`src/include/adpll_defines.svh`:
```
`ifndef ADPLL_DEFINES_SVH
`define ADPLL_DEFINES_SVH

// phase error and oscillator widths
`define ADPLL_PDET_WIDTH   5
`define ADPLL_NCO_WIDTH    16
`define ADPLL_NCO_BIAS     4096    // gen period 16 cycles, div8 period 128
`define ADPLL_CTRL_WIDTH   12
`define ADPLL_INT_WIDTH    20
`define ADPLL_KP_FRAC      6
`define ADPLL_KI_FRAC      7

// register port
`define ADPLL_ADDR_WIDTH   4
`define ADPLL_DATA_WIDTH   16
`define ADPLL_ADDR_GAIN    4'd0
`define ADPLL_ADDR_W11     4'd1
`define ADPLL_ADDR_W12     4'd2
`define ADPLL_ADDR_W21     4'd3
`define ADPLL_ADDR_W22     4'd4
`define ADPLL_ADDR_CTRL    4'd5    // bit 0 is the mesh enable

`endif
```
`src/design/adpll_sig_pkg.sv`:
```
`default_nettype none

`include "adpll_defines.svh"

package adpll_sig_pkg;

    typedef logic signed [`ADPLL_PDET_WIDTH-1:0] pdet_err_t;   // cycles, + when ref leads
    typedef logic signed [`ADPLL_CTRL_WIDTH-1:0] nco_ctrl_t;   // offset on the bias word

endpackage

`default_nettype wire

```
`src/design/adpll_cfg_pkg.sv`:
```
`default_nettype none

package adpll_cfg_pkg;

    // loop gains, both unsigned
    typedef struct packed {
        logic [7:0] kp;
        logic [7:0] ki;
    } gain_t;

    // per-node error weights, one nibble per direction
    typedef struct packed {
        logic [3:0] left;
        logic [3:0] above;
        logic [3:0] right;
        logic [3:0] below;
    } weight_t;

    // one register word, read as gains or as weights by its address
    typedef union packed {
        gain_t   gain;
        weight_t weight;
    } cfg_word_u;

endpackage

`default_nettype wire

```
`src/design/adpll_mesh_top.sv`:
```
`timescale 1ns/100ps
`default_nettype none

`include "adpll_defines.svh"

module adpll_mesh_top
(
    input  wire                          clk258_x,
    input  wire                          rst_n_i,
    input  wire                          cfg_req_i,
    input  wire                          cfg_we_i,
    input  wire [`ADPLL_ADDR_WIDTH-1:0]  cfg_addr_i,
    input  wire [`ADPLL_DATA_WIDTH-1:0]  cfg_wdata_i,
    output logic                         cfg_ack_o,
    output logic [`ADPLL_DATA_WIDTH-1:0] cfg_rdata_o,
    input  wire                          ref_i,     // external reference, div8 rate
    output logic [3:0]                   gen_o,     // bit 0 node 11 .. bit 3 node 22
    output logic [3:0]                   div8_o
);
    adpll_cfg_pkg::gain_t     gains;
    adpll_cfg_pkg::weight_t   weights_11;
    adpll_cfg_pkg::weight_t   weights_12;
    adpll_cfg_pkg::weight_t   weights_21;
    adpll_cfg_pkg::weight_t   weights_22;
    logic                     enable;
    adpll_sig_pkg::pdet_err_t err_left_12;
    adpll_sig_pkg::pdet_err_t err_above_21;
    adpll_sig_pkg::pdet_err_t err_left_22;
    adpll_sig_pkg::pdet_err_t err_above_22;

    mesh_ctrl u_ctrl (
        .clk258_x     (clk258_x),
        .rst_n_i      (rst_n_i),
        .cfg_req_i    (cfg_req_i),
        .cfg_we_i     (cfg_we_i),
        .cfg_addr_i   (cfg_addr_i),
        .cfg_wdata_i  (cfg_wdata_i),
        .cfg_ack_o    (cfg_ack_o),
        .cfg_rdata_o  (cfg_rdata_o),
        .gains_o      (gains),
        .weights_11_o (weights_11),
        .weights_12_o (weights_12),
        .weights_21_o (weights_21),
        .weights_22_o (weights_22),
        .enable_o     (enable)
    );

    // node 11 locks to ref_i, its upper input loops back
    adpll_node u_node_11 (
        .clk258_x (clk258_x), .rst_n_i (rst_n_i), .enable_i (enable),
        .ref_left_i (ref_i), .ref_above_i (div8_o[0]),
        .err_right_i (~err_left_12), .err_below_i (~err_above_21),
        .weights_i (weights_11), .gains_i (gains),
        .err_left_o (), .err_above_o (), .gen_o (gen_o[0]), .div8_o (div8_o[0])
    );

    adpll_node u_node_12 (
        .clk258_x (clk258_x), .rst_n_i (rst_n_i), .enable_i (enable),
        .ref_left_i (div8_o[0]), .ref_above_i (div8_o[1]),
        .err_right_i ('0), .err_below_i (~err_above_22),
        .weights_i (weights_12), .gains_i (gains),
        .err_left_o (err_left_12), .err_above_o (), .gen_o (gen_o[1]), .div8_o (div8_o[1])
    );

    adpll_node u_node_21 (
        .clk258_x (clk258_x), .rst_n_i (rst_n_i), .enable_i (enable),
        .ref_left_i (div8_o[2]), .ref_above_i (div8_o[0]),
        .err_right_i (~err_left_22), .err_below_i ('0),
        .weights_i (weights_21), .gains_i (gains),
        .err_left_o (), .err_above_o (err_above_21), .gen_o (gen_o[2]), .div8_o (div8_o[2])
    );

    adpll_node u_node_22 (
        .clk258_x (clk258_x), .rst_n_i (rst_n_i), .enable_i (enable),
        .ref_left_i (div8_o[2]), .ref_above_i (div8_o[1]),
        .err_right_i ('0), .err_below_i ('0),    // mesh corner
        .weights_i (weights_22), .gains_i (gains),
        .err_left_o (err_left_22), .err_above_o (err_above_22),
        .gen_o (gen_o[3]), .div8_o (div8_o[3])
    );

endmodule

`default_nettype wire

```
`src/design/adpll_node.sv`:
```
`timescale 1ns/100ps
`default_nettype none

module adpll_node
(
    input  wire                           clk258_x,
    input  wire                           rst_n_i,
    input  wire                           enable_i,
    input  wire                           ref_left_i,
    input  wire                           ref_above_i,
    input  wire adpll_sig_pkg::pdet_err_t err_right_i,
    input  wire adpll_sig_pkg::pdet_err_t err_below_i,
    input  wire adpll_cfg_pkg::weight_t   weights_i,
    input  wire adpll_cfg_pkg::gain_t     gains_i,
    output adpll_sig_pkg::pdet_err_t      err_left_o,
    output adpll_sig_pkg::pdet_err_t      err_above_o,
    output logic                          gen_o,
    output logic                          div8_o
);
    logic                     strobe;    // both detectors share the feedback edge
    adpll_sig_pkg::nco_ctrl_t ctrl;

    phase_detector u_pdet_left (
        .clk258_x (clk258_x),
        .rst_n_i  (rst_n_i),
        .enable_i (enable_i),
        .ref_i    (ref_left_i),
        .fb_i     (div8_o),
        .err_o    (err_left_o),
        .strobe_o (strobe)
    );

    phase_detector u_pdet_above (
        .clk258_x (clk258_x),
        .rst_n_i  (rst_n_i),
        .enable_i (enable_i),
        .ref_i    (ref_above_i),
        .fb_i     (div8_o),
        .err_o    (err_above_o),
        .strobe_o ()
    );

    loop_filter u_filter (
        .clk258_x    (clk258_x),
        .rst_n_i     (rst_n_i),
        .enable_i    (enable_i),
        .strobe_i    (strobe),
        .err_left_i  (err_left_o),
        .err_above_i (err_above_o),
        .err_right_i (err_right_i),
        .err_below_i (err_below_i),
        .weights_i   (weights_i),
        .gains_i     (gains_i),
        .ctrl_o      (ctrl)
    );

    nco u_nco (
        .clk258_x (clk258_x),
        .rst_n_i  (rst_n_i),
        .enable_i (enable_i),
        .ctrl_i   (ctrl),
        .gen_o    (gen_o),
        .div8_o   (div8_o)
    );

endmodule

`default_nettype wire

```
`src/design/nco.sv`:
```
`timescale 1ns/100ps
`default_nettype none

`include "adpll_defines.svh"

module nco
(
    input  wire                           clk258_x,
    input  wire                           rst_n_i,
    input  wire                           enable_i,
    input  wire adpll_sig_pkg::nco_ctrl_t ctrl_i,
    output logic                          gen_o,
    output logic                          div8_o
);
    localparam logic signed [`ADPLL_NCO_WIDTH:0] BIAS = `ADPLL_NCO_BIAS;

    logic signed [`ADPLL_NCO_WIDTH:0]   freq;
    logic        [`ADPLL_NCO_WIDTH-1:0] acc_q;
    logic                               gen_q;
    logic        [1:0]                  edge_cnt_q;

    assign freq  = BIAS + ctrl_i;
    assign gen_o = acc_q[`ADPLL_NCO_WIDTH-1];    // accumulator msb

    always_ff @(posedge clk258_x or negedge rst_n_i)
    begin
        if (!rst_n_i)
        begin
            acc_q      <= '0;
            gen_q      <= 1'b0;
            edge_cnt_q <= '0;
            div8_o     <= 1'b0;
        end
        else if (!enable_i)
        begin
            acc_q      <= '0;
            gen_q      <= 1'b0;
            edge_cnt_q <= '0;
            div8_o     <= 1'b0;
        end
        else
        begin
            acc_q <= acc_q + freq[`ADPLL_NCO_WIDTH-1:0];
            gen_q <= gen_o;
            if (gen_o && !gen_q)
            begin
                edge_cnt_q <= edge_cnt_q + 2'd1;
                if (edge_cnt_q == 2'd3)
                    div8_o <= ~div8_o;    // every fourth gen edge
            end
        end
    end

endmodule

`default_nettype wire

```
`src/design/loop_filter.sv`:
```
`timescale 1ns/100ps
`default_nettype none

`include "adpll_defines.svh"

module loop_filter
(
    input  wire                           clk258_x,
    input  wire                           rst_n_i,
    input  wire                           enable_i,
    input  wire                           strobe_i,
    input  wire adpll_sig_pkg::pdet_err_t err_left_i,
    input  wire adpll_sig_pkg::pdet_err_t err_above_i,
    input  wire adpll_sig_pkg::pdet_err_t err_right_i,
    input  wire adpll_sig_pkg::pdet_err_t err_below_i,
    input  wire adpll_cfg_pkg::weight_t   weights_i,
    input  wire adpll_cfg_pkg::gain_t     gains_i,
    output adpll_sig_pkg::nco_ctrl_t      ctrl_o
);
    localparam int SUM_W  = `ADPLL_PDET_WIDTH + 7;    // 4-bit weights, four terms
    localparam int PROD_W = SUM_W + 9;                // times an 8-bit gain
    localparam int ACC_W  = PROD_W + 1;
    localparam logic signed [`ADPLL_INT_WIDTH-1:0] INT_MAX =
        {1'b0, {(`ADPLL_INT_WIDTH-1){1'b1}}};
    localparam logic signed [`ADPLL_INT_WIDTH-1:0] INT_MIN =
        {1'b1, {(`ADPLL_INT_WIDTH-1){1'b0}}};
    localparam adpll_sig_pkg::nco_ctrl_t CTRL_MAX = {1'b0, {(`ADPLL_CTRL_WIDTH-1){1'b1}}};
    localparam adpll_sig_pkg::nco_ctrl_t CTRL_MIN = {1'b1, {(`ADPLL_CTRL_WIDTH-1){1'b0}}};

    logic signed [SUM_W-1:0]            err_sum;
    logic signed [PROD_W-1:0]           p_prod;
    logic signed [PROD_W-1:0]           i_prod;
    logic signed [ACC_W-1:0]            integ_sum;
    logic signed [ACC_W-1:0]            ctrl_sum;
    logic signed [`ADPLL_INT_WIDTH-1:0] integ_q;
    logic signed [`ADPLL_INT_WIDTH-1:0] integ_nxt;
    adpll_sig_pkg::nco_ctrl_t           ctrl_nxt;

    always_comb
    begin
        err_sum = $signed({1'b0, weights_i.left}) * err_left_i
                + $signed({1'b0, weights_i.above}) * err_above_i
                + $signed({1'b0, weights_i.right}) * err_right_i
                + $signed({1'b0, weights_i.below}) * err_below_i;
        p_prod    = $signed({1'b0, gains_i.kp}) * err_sum;
        i_prod    = $signed({1'b0, gains_i.ki}) * err_sum;
        integ_sum = integ_q + i_prod;
        if (integ_sum > INT_MAX)
            integ_nxt = INT_MAX;
        else if (integ_sum < INT_MIN)
            integ_nxt = INT_MIN;
        else
            integ_nxt = integ_sum[`ADPLL_INT_WIDTH-1:0];
        ctrl_sum = (p_prod >>> `ADPLL_KP_FRAC) + (integ_nxt >>> `ADPLL_KI_FRAC);
        if (ctrl_sum > CTRL_MAX)
            ctrl_nxt = CTRL_MAX;
        else if (ctrl_sum < CTRL_MIN)
            ctrl_nxt = CTRL_MIN;
        else
            ctrl_nxt = ctrl_sum[`ADPLL_CTRL_WIDTH-1:0];
    end

    always_ff @(posedge clk258_x or negedge rst_n_i)
    begin
        if (!rst_n_i)
        begin
            integ_q <= '0;
            ctrl_o  <= '0;
        end
        else if (!enable_i)
        begin
            integ_q <= '0;
            ctrl_o  <= '0;
        end
        else if (strobe_i)
        begin
            integ_q <= integ_nxt;
            ctrl_o  <= ctrl_nxt;    // one cycle behind the error
        end
    end

endmodule

`default_nettype wire

```
`src/design/phase_detector.sv`:
```
`timescale 1ns/100ps
`default_nettype none

`include "adpll_defines.svh"

module phase_detector
(
    input  wire                      clk258_x,
    input  wire                      rst_n_i,
    input  wire                      enable_i,
    input  wire                      ref_i,
    input  wire                      fb_i,
    output adpll_sig_pkg::pdet_err_t err_o,
    output logic                     strobe_o
);
    localparam int PERIOD  = 8 * (1 << `ADPLL_NCO_WIDTH) / `ADPLL_NCO_BIAS;  // nominal div8
    localparam int ERR_MAX = (1 << (`ADPLL_PDET_WIDTH - 1)) - 1;
    localparam int ERR_MIN = -(1 << (`ADPLL_PDET_WIDTH - 1));

    logic       ref_q;
    logic       fb_q;
    logic       ref_rise;
    logic       fb_rise;
    logic       ref_seen_q;    // reference edge since the last feedback edge
    logic [7:0] cnt_q;         // cycles since the last reference edge
    int         lag;

    assign ref_rise = ref_i & ~ref_q;
    assign fb_rise  = fb_i & ~fb_q;

    always_comb
    begin
        lag = ref_rise ? 0 : int'(cnt_q);
        if (!(ref_seen_q || ref_rise))
            lag = ERR_MIN;                  // no reference yet, feedback is early
        else if (lag >= PERIOD / 2)
            lag = lag - PERIOD;             // nearer the next reference edge
        if (lag > ERR_MAX)
            lag = ERR_MAX;
        else if (lag < ERR_MIN)
            lag = ERR_MIN;
    end

    always_ff @(posedge clk258_x or negedge rst_n_i)
    begin
        if (!rst_n_i)
        begin
            ref_q      <= 1'b0;
            fb_q       <= 1'b0;
            ref_seen_q <= 1'b0;
            cnt_q      <= '0;
            err_o      <= '0;
            strobe_o   <= 1'b0;
        end
        else if (!enable_i)
        begin
            ref_q      <= 1'b0;
            fb_q       <= 1'b0;
            ref_seen_q <= 1'b0;
            cnt_q      <= '0;
            err_o      <= '0;
            strobe_o   <= 1'b0;
        end
        else
        begin
            ref_q    <= ref_i;
            fb_q     <= fb_i;
            strobe_o <= fb_rise;
            if (ref_rise)
                cnt_q <= 8'd1;
            else if (cnt_q != 8'hff)
                cnt_q <= cnt_q + 8'd1;    // saturates
            if (fb_rise)
            begin
                err_o      <= adpll_sig_pkg::pdet_err_t'(lag);
                ref_seen_q <= 1'b0;
            end
            else if (ref_rise)
                ref_seen_q <= 1'b1;
        end
    end

endmodule

`default_nettype wire

```
`src/design/mesh_ctrl.sv`:
```
`timescale 1ns/100ps
`default_nettype none

`include "adpll_defines.svh"

module mesh_ctrl
(
    input  wire                          clk258_x,
    input  wire                          rst_n_i,
    input  wire                          cfg_req_i,
    input  wire                          cfg_we_i,
    input  wire [`ADPLL_ADDR_WIDTH-1:0]  cfg_addr_i,
    input  wire [`ADPLL_DATA_WIDTH-1:0]  cfg_wdata_i,
    output logic                         cfg_ack_o,
    output logic [`ADPLL_DATA_WIDTH-1:0] cfg_rdata_o,
    output adpll_cfg_pkg::gain_t         gains_o,
    output adpll_cfg_pkg::weight_t       weights_11_o,
    output adpll_cfg_pkg::weight_t       weights_12_o,
    output adpll_cfg_pkg::weight_t       weights_21_o,
    output adpll_cfg_pkg::weight_t       weights_22_o,
    output logic                         enable_o
);
    logic                     req_q;
    logic                     accept;
    adpll_cfg_pkg::cfg_word_u wr_word;
    adpll_cfg_pkg::cfg_word_u rd_word;

    assign accept  = req_q & ~cfg_ack_o;    // second edge after req rises
    assign wr_word = cfg_wdata_i;

    // read view after any write in this cycle
    always_comb
    begin
        rd_word = '0;
        case (cfg_addr_i)
            `ADPLL_ADDR_GAIN: rd_word.gain   = cfg_we_i ? wr_word.gain : gains_o;
            `ADPLL_ADDR_W11:  rd_word.weight = cfg_we_i ? wr_word.weight : weights_11_o;
            `ADPLL_ADDR_W12:  rd_word.weight = cfg_we_i ? wr_word.weight : weights_12_o;
            `ADPLL_ADDR_W21:  rd_word.weight = cfg_we_i ? wr_word.weight : weights_21_o;
            `ADPLL_ADDR_W22:  rd_word.weight = cfg_we_i ? wr_word.weight : weights_22_o;
            `ADPLL_ADDR_CTRL: rd_word = {{(`ADPLL_DATA_WIDTH-1){1'b0}},
                                         cfg_we_i ? cfg_wdata_i[0] : enable_o};
            default:          rd_word = '0;    // unmapped
        endcase
    end

    always_ff @(posedge clk258_x or negedge rst_n_i)
    begin
        if (!rst_n_i)
        begin
            req_q        <= 1'b0;
            cfg_ack_o    <= 1'b0;
            cfg_rdata_o  <= '0;
            gains_o      <= '0;
            weights_11_o <= '{left: 4'd2, above: 4'd0, right: 4'd1, below: 4'd1};
            weights_12_o <= '{left: 4'd2, above: 4'd0, right: 4'd0, below: 4'd2};
            weights_21_o <= '{left: 4'd0, above: 4'd2, right: 4'd2, below: 4'd0};
            weights_22_o <= '{left: 4'd2, above: 4'd2, right: 4'd0, below: 4'd0};
            enable_o     <= 1'b0;
        end
        else
        begin
            req_q     <= cfg_req_i;
            cfg_ack_o <= req_q;                 // falls two edges after req drops
            if (accept)
                cfg_rdata_o <= rd_word;
            else if (!req_q)
                cfg_rdata_o <= '0;
            if (accept && cfg_we_i)
            begin
                case (cfg_addr_i)
                    `ADPLL_ADDR_GAIN: gains_o      <= wr_word.gain;
                    `ADPLL_ADDR_W11:  weights_11_o <= wr_word.weight;
                    `ADPLL_ADDR_W12:  weights_12_o <= wr_word.weight;
                    `ADPLL_ADDR_W21:  weights_21_o <= wr_word.weight;
                    `ADPLL_ADDR_W22:  weights_22_o <= wr_word.weight;
                    `ADPLL_ADDR_CTRL: enable_o     <= cfg_wdata_i[0];
                    default:          ;
                endcase
            end
        end
    end

    ack_after_req: assert property (@(posedge clk258_x) disable iff (!rst_n_i)
        $rose(cfg_ack_o) |-> $past(cfg_req_i));

    // master keeps req up until it sees ack
    req_held: assert property (@(posedge clk258_x) disable iff (!rst_n_i)
        !cfg_ack_o && $past(cfg_req_i) |-> cfg_req_i);

endmodule

`default_nettype wire

```
`config.mk`:
```
export PLATFORM = sky130hd
export DESIGN_NAME = adpll_mesh_top
export DESIGN_NICKNAME = d
export VERILOG_FILES = /design/src/design/adpll_sig_pkg.sv /design/src/design/adpll_cfg_pkg.sv /design/src/design/adpll_mesh_top.sv /design/src/design/adpll_node.sv /design/src/design/nco.sv /design/src/design/loop_filter.sv /design/src/design/phase_detector.sv /design/src/design/mesh_ctrl.sv
export VERILOG_INCLUDE_DIRS = /design/src /design/src/include
export SDC_FILE = /design/constraint.sdc
export NUM_CORES = 2
export LEC_CHECK = 0
export ABC_CLOCK_PERIOD_IN_PS = 16200
export BUFFER_PORTS_ARGS = -buffer_cell sky130_fd_sc_hd__buf_4
export CAP_MARGIN = 20
export CORE_UTILIZATION = 60
export DETAILED_ROUTE_END_ITERATION = 10
export PLACE_DENSITY = 0.76
export REMOVE_ABC_BUFFERS = 1
export SKIP_CTS_REPAIR_TIMING = 1
export SYNTH_ARGS = -nofsm -noshare
export SYNTH_HDL_FRONTEND = slang
export SYNTH_SLANG_ARGS = --single-unit
```
`constraint.sdc`:
```
create_clock -name clk258_x -period 16.2 [get_ports clk258_x]
set_input_delay 0.81 -clock clk258_x [delete_from_list [all_inputs] [get_ports clk258_x]]
set_output_delay 0.81 -clock clk258_x [all_outputs]
set_load 0.02 [all_outputs]
```
==> flow_summary.json <==
{
  "cts_buffer_depth": 3,
  "clkTransAtPathRegs_ns": 0.07,
  "pre_cts_ws_ns": 0.8140,
  "yosysTopAreaCell": "fa_1",
  "ys_warn_count": 0,
  "drive_gt1_share_pct": 5.453,
  "antenna_found_initial": 4,
  "end_kind": "register",
  "die_w_um": 327.4,
  "clock_latency_ns": 0.70,
  "fmax_mhz": 65.84,
  "synth-simple-area-share_pct": 15.35,
  "synth_top_area_share_pct": 28.14,
  "fp.dieH_um": 327.4,
  "gr-total-overflow": 0,
  "synth_area_leaders": "fa_1 (28%), dfrtp_1 (16%), ha_1 (14%), inv_1 (7.8%), and2_1 (5.4%)",
  "path_common_cell": "fa_1",
  "slew_headroom_pct": 26.96,
  "slowest_delay_ns": 0.82,
  "place.gp.congestion": 0.9572,
  "synth.cell_area_mm2": 0.06352,
  "rsz0062_at_grt": "false",
  "htreeDepth": 2,
  "final_hold_viol_count": 0,
  "dp_hpwl_um": 119800,
  "root_buffer": "clkbuf_16",
  "via_per_inst": 5.664,
  "drc_errors": 0,
  "vias": 47300,
  "grt_max_degree": 79,
  "cts_tree": "built",
  "synth_mux_area_share_pct": 2.086,
  "synth-seq-area-share_pct": 16.76,
  "finalSetupTns_ns": 0,
  "setup_violations": 0,
  "cp_max_fo": 9,
  "required_ns": 16.73,
  "hp-class": "primary input to async pin",
  "finalCritPeriodShare_pct": 93.75,
  "status": "finished, final reports clean",
  "numCtsBuffers": 53,
  "cts.sinks": 425,
  "grt_pass1_wl_um": 253400,
  "syn_avg_cell_area_um2": 9.116,
  "slowest_stage": "o41ai_1",
  "whs_ns": 0.1440,
  "cp.arrival_ns": 15.71,
  "maxCapViolations": 0,
  "die_area_mm2": 0.1072,
  "synth_xor_area_share_pct": 4.481,
  "rows": 118,
  "synth_adder_area_share_pct": 42.27,
  "coreArea_mm2": 0.1042,
  "ys_ff_latch": 425,
  "synth_cell_type_count": 82,
  "first_pass_iters": 6,
  "synthCells": 6968,
  "synth_top_family_by_area": "adder cells",
  "drt_wl_total_um": 152900,
  "ys_async_sr_fraction_pct": 100.0,
  "critPathKind": "register to register",
  "fin_crit_ns": 15.19,
  "final_nets": 8552,
  "antenna_left": 0,
  "drtIter0Drc": 2945,
  "startpoint_type": "register",
  "port_buffers": 49,
  "synth_edf_count": 0,
  "synth_compound_area_share_pct": 9.857,
  "finalMaxSlewViolations": 0,
  "drt-wirelength-per-cell_um": 18.30,
  "postPlaceCellArea_mm2": 0.06538,
  "worst_r2r_path_depth": 51,
  "grt_usage_pct": 29.46,
  "design_area_mm2": 0.06729,
  "area_growth_pct": 5.937,
  "clock_skew_ns": 0.05361,
  "ioPinCount": 50,
  "initial_core_util_pct": 60.94,
  "ys.flop_type": "dfrtp_1",
  "grt_pass1_vias": 49333,
  "setup_ws_ns": 1.012,
  "tightest_slew_ns": 1.092
}
==> critical path: cells and delay by family, from the launching register on <==
family                   cells  cell delay [ns]
AND/OR/NAND/NOR              7             1.50
buffers and inverters        8             0.38
XOR/XNOR                     1             0.62
adder cells (fa/ha/maj)     15             6.92
flip-flops                   1             0.50
AO/OA/AOI/OAI               20             5.06
==> path summary, 6_finish.rpt <==
kind	endpoint	start	slack (ns)
setup / recovery	u_node_12.u_filter.ctrl_o[10]$_DFFE_PN0P_	u_node_22.u_pdet_above.err_o[3]$_DFFE_PN0N_	1.01
hold / removal	u_node_21.u_nco.acc_q[9]$_DFF_PN0_	rst_n_i	0.14
setup reg to reg	u_node_12.u_filter.ctrl_o[10]$_DFFE_PN0P_	u_node_22.u_pdet_above.err_o[3]$_DFFE_PN0N_	1.01
hold reg to reg	u_ctrl.cfg_ack_o$_DFF_PN0_	u_ctrl.req_q$_DFF_PN0_	0.40
max in group asynchronous	u_ctrl.gains_o[1]$_DFFE_PN0P_	rst_n_i	13.87
min in group clk258_x	u_ctrl.req_q$_DFF_PN0_	cfg_req_i	0.23
==> cell families after synthesis <==
kind of cell | count (synthesis)
AOI/OAI and AO/OA | 977
xor gates and xnor gates | 325
adders and majority gates | 1612
buffers and inverters | 1546
DFF | 425
muxes | 120
and+or+nand+nor | 1963
==> cell usage after synthesis (29+ instances only) <==
| cell | count |
|---|---|
| a31oi_1 | 34 |
| dfrtp_1 | 416 |
| clkbuf_1 | 210 |
| nor2b_1 | 92 |
| nand4_1 | 33 |
| and3_1 | 29 |
| o21ai_0 | 226 |
| nand2_1 | 630 |
| a21o_1 | 94 |
| inv_1 | 1313 |
| nor2_1 | 343 |
| xor2_1 | 110 |
| o21bai_1 | 58 |
| mux2_2 | 89 |
| ha_1 | 709 |
| o21a_1 | 40 |
| xnor2_1 | 215 |
| and2_1 | 549 |
| nor3_1 | 61 |
| mux2i_1 | 30 |
| nand3_1 | 69 |
| fa_1 | 893 |
| nand2b_1 | 88 |
| a21oi_1 | 281 |
==> area by class of cell <==
type | count | area, µm²
antenna | 2 | 5.005
sequential | 425 | 10660
inverter | 1313 | 4931
clock buffer | 65 | 1451
tap | 1380 | 1727
timing repair buffer | 135 | 1021
fill | 8640 | 36940
clock inverter | 34 | 450.4
multi-input combinational | 4997 | 47050
==> metrics by stage <==
stage,cells,util (%)
4_1_cts,8349,64.55
5_1_grt,8349,64.55
3_5_place_dp,8250,62.72
3_3_place_gp,8250,62.72
2_1_floorplan,6735,-
6_report,8351,64.56
==> layer usage <==
metal  up-vias  track usage, %  routed length, µm
met3       307           4.469               9435
met4         4           10.35               5621
met1     23767           39.05              64490
li1      21933               -                  -
met5         -               0                 27
met2      1289           49.23              73290
==> state kept, by name, indices dropped and copies added, names as in the netlist, 12 cells and up <==
| signal | flops |
|---|---|
| u_ctrl.weights_22_o | 16 |
| u_node_22.u_nco.acc_q | 16 |
| u_ctrl.cfg_rdata_o | 16 |
| u_node_11.u_filter.integ_q | 20 |
| u_node_12.u_filter.integ_q | 20 |
| u_ctrl.weights_11_o | 16 |
| u_node_21.u_filter.integ_q | 20 |
| u_node_11.u_nco.acc_q | 16 |
| u_ctrl.gains_o | 16 |
| u_ctrl.weights_21_o | 16 |
| u_node_12.u_nco.acc_q | 16 |
| u_node_21.u_filter.ctrl_o | 12 |
| u_node_11.u_filter.ctrl_o | 12 |
| u_ctrl.weights_12_o | 16 |
| u_node_12.u_filter.ctrl_o | 12 |
| u_node_21.u_nco.acc_q | 16 |
| u_node_22.u_filter.ctrl_o | 12 |
| u_node_22.u_filter.integ_q | 20 |
==> placed cells by master (no fill, tap or decap), types with 25 or more instances in the layout <==
cell / Yosys / layout
a211oi_1: 25 / 25
a21o_1: 94 / 94
a21oi_1: 281 / 281
a221o_1: 27 / 27
a31oi_1: 34 / 34
and2_1: 549 / 549
and3_1: 29 / 29
buf_4: 8 / 134
clkbuf_16: 0 / 53
dfrtp_1: 416 / 409
fa_1: 893 / 893
ha_1: 709 / 709
inv_1: 1313 / 1312
mux2_2: 89 / 89
mux2i_1: 30 / 30
nand2_1: 630 / 630
nand2b_1: 88 / 88
nand3_1: 69 / 68
nand4_1: 33 / 33
nor2_1: 343 / 343
nor2b_1: 92 / 92
nor3_1: 61 / 61
o21a_1: 40 / 40
o21ai_0: 226 / 225
o21bai_1: 58 / 58
xnor2_1: 215 / 214
xor2_1: 110 / 110
Power is left out: the tool's default activity adds up to more than one toggle a clock period on the data nets, which glitch-free logic cannot reach.
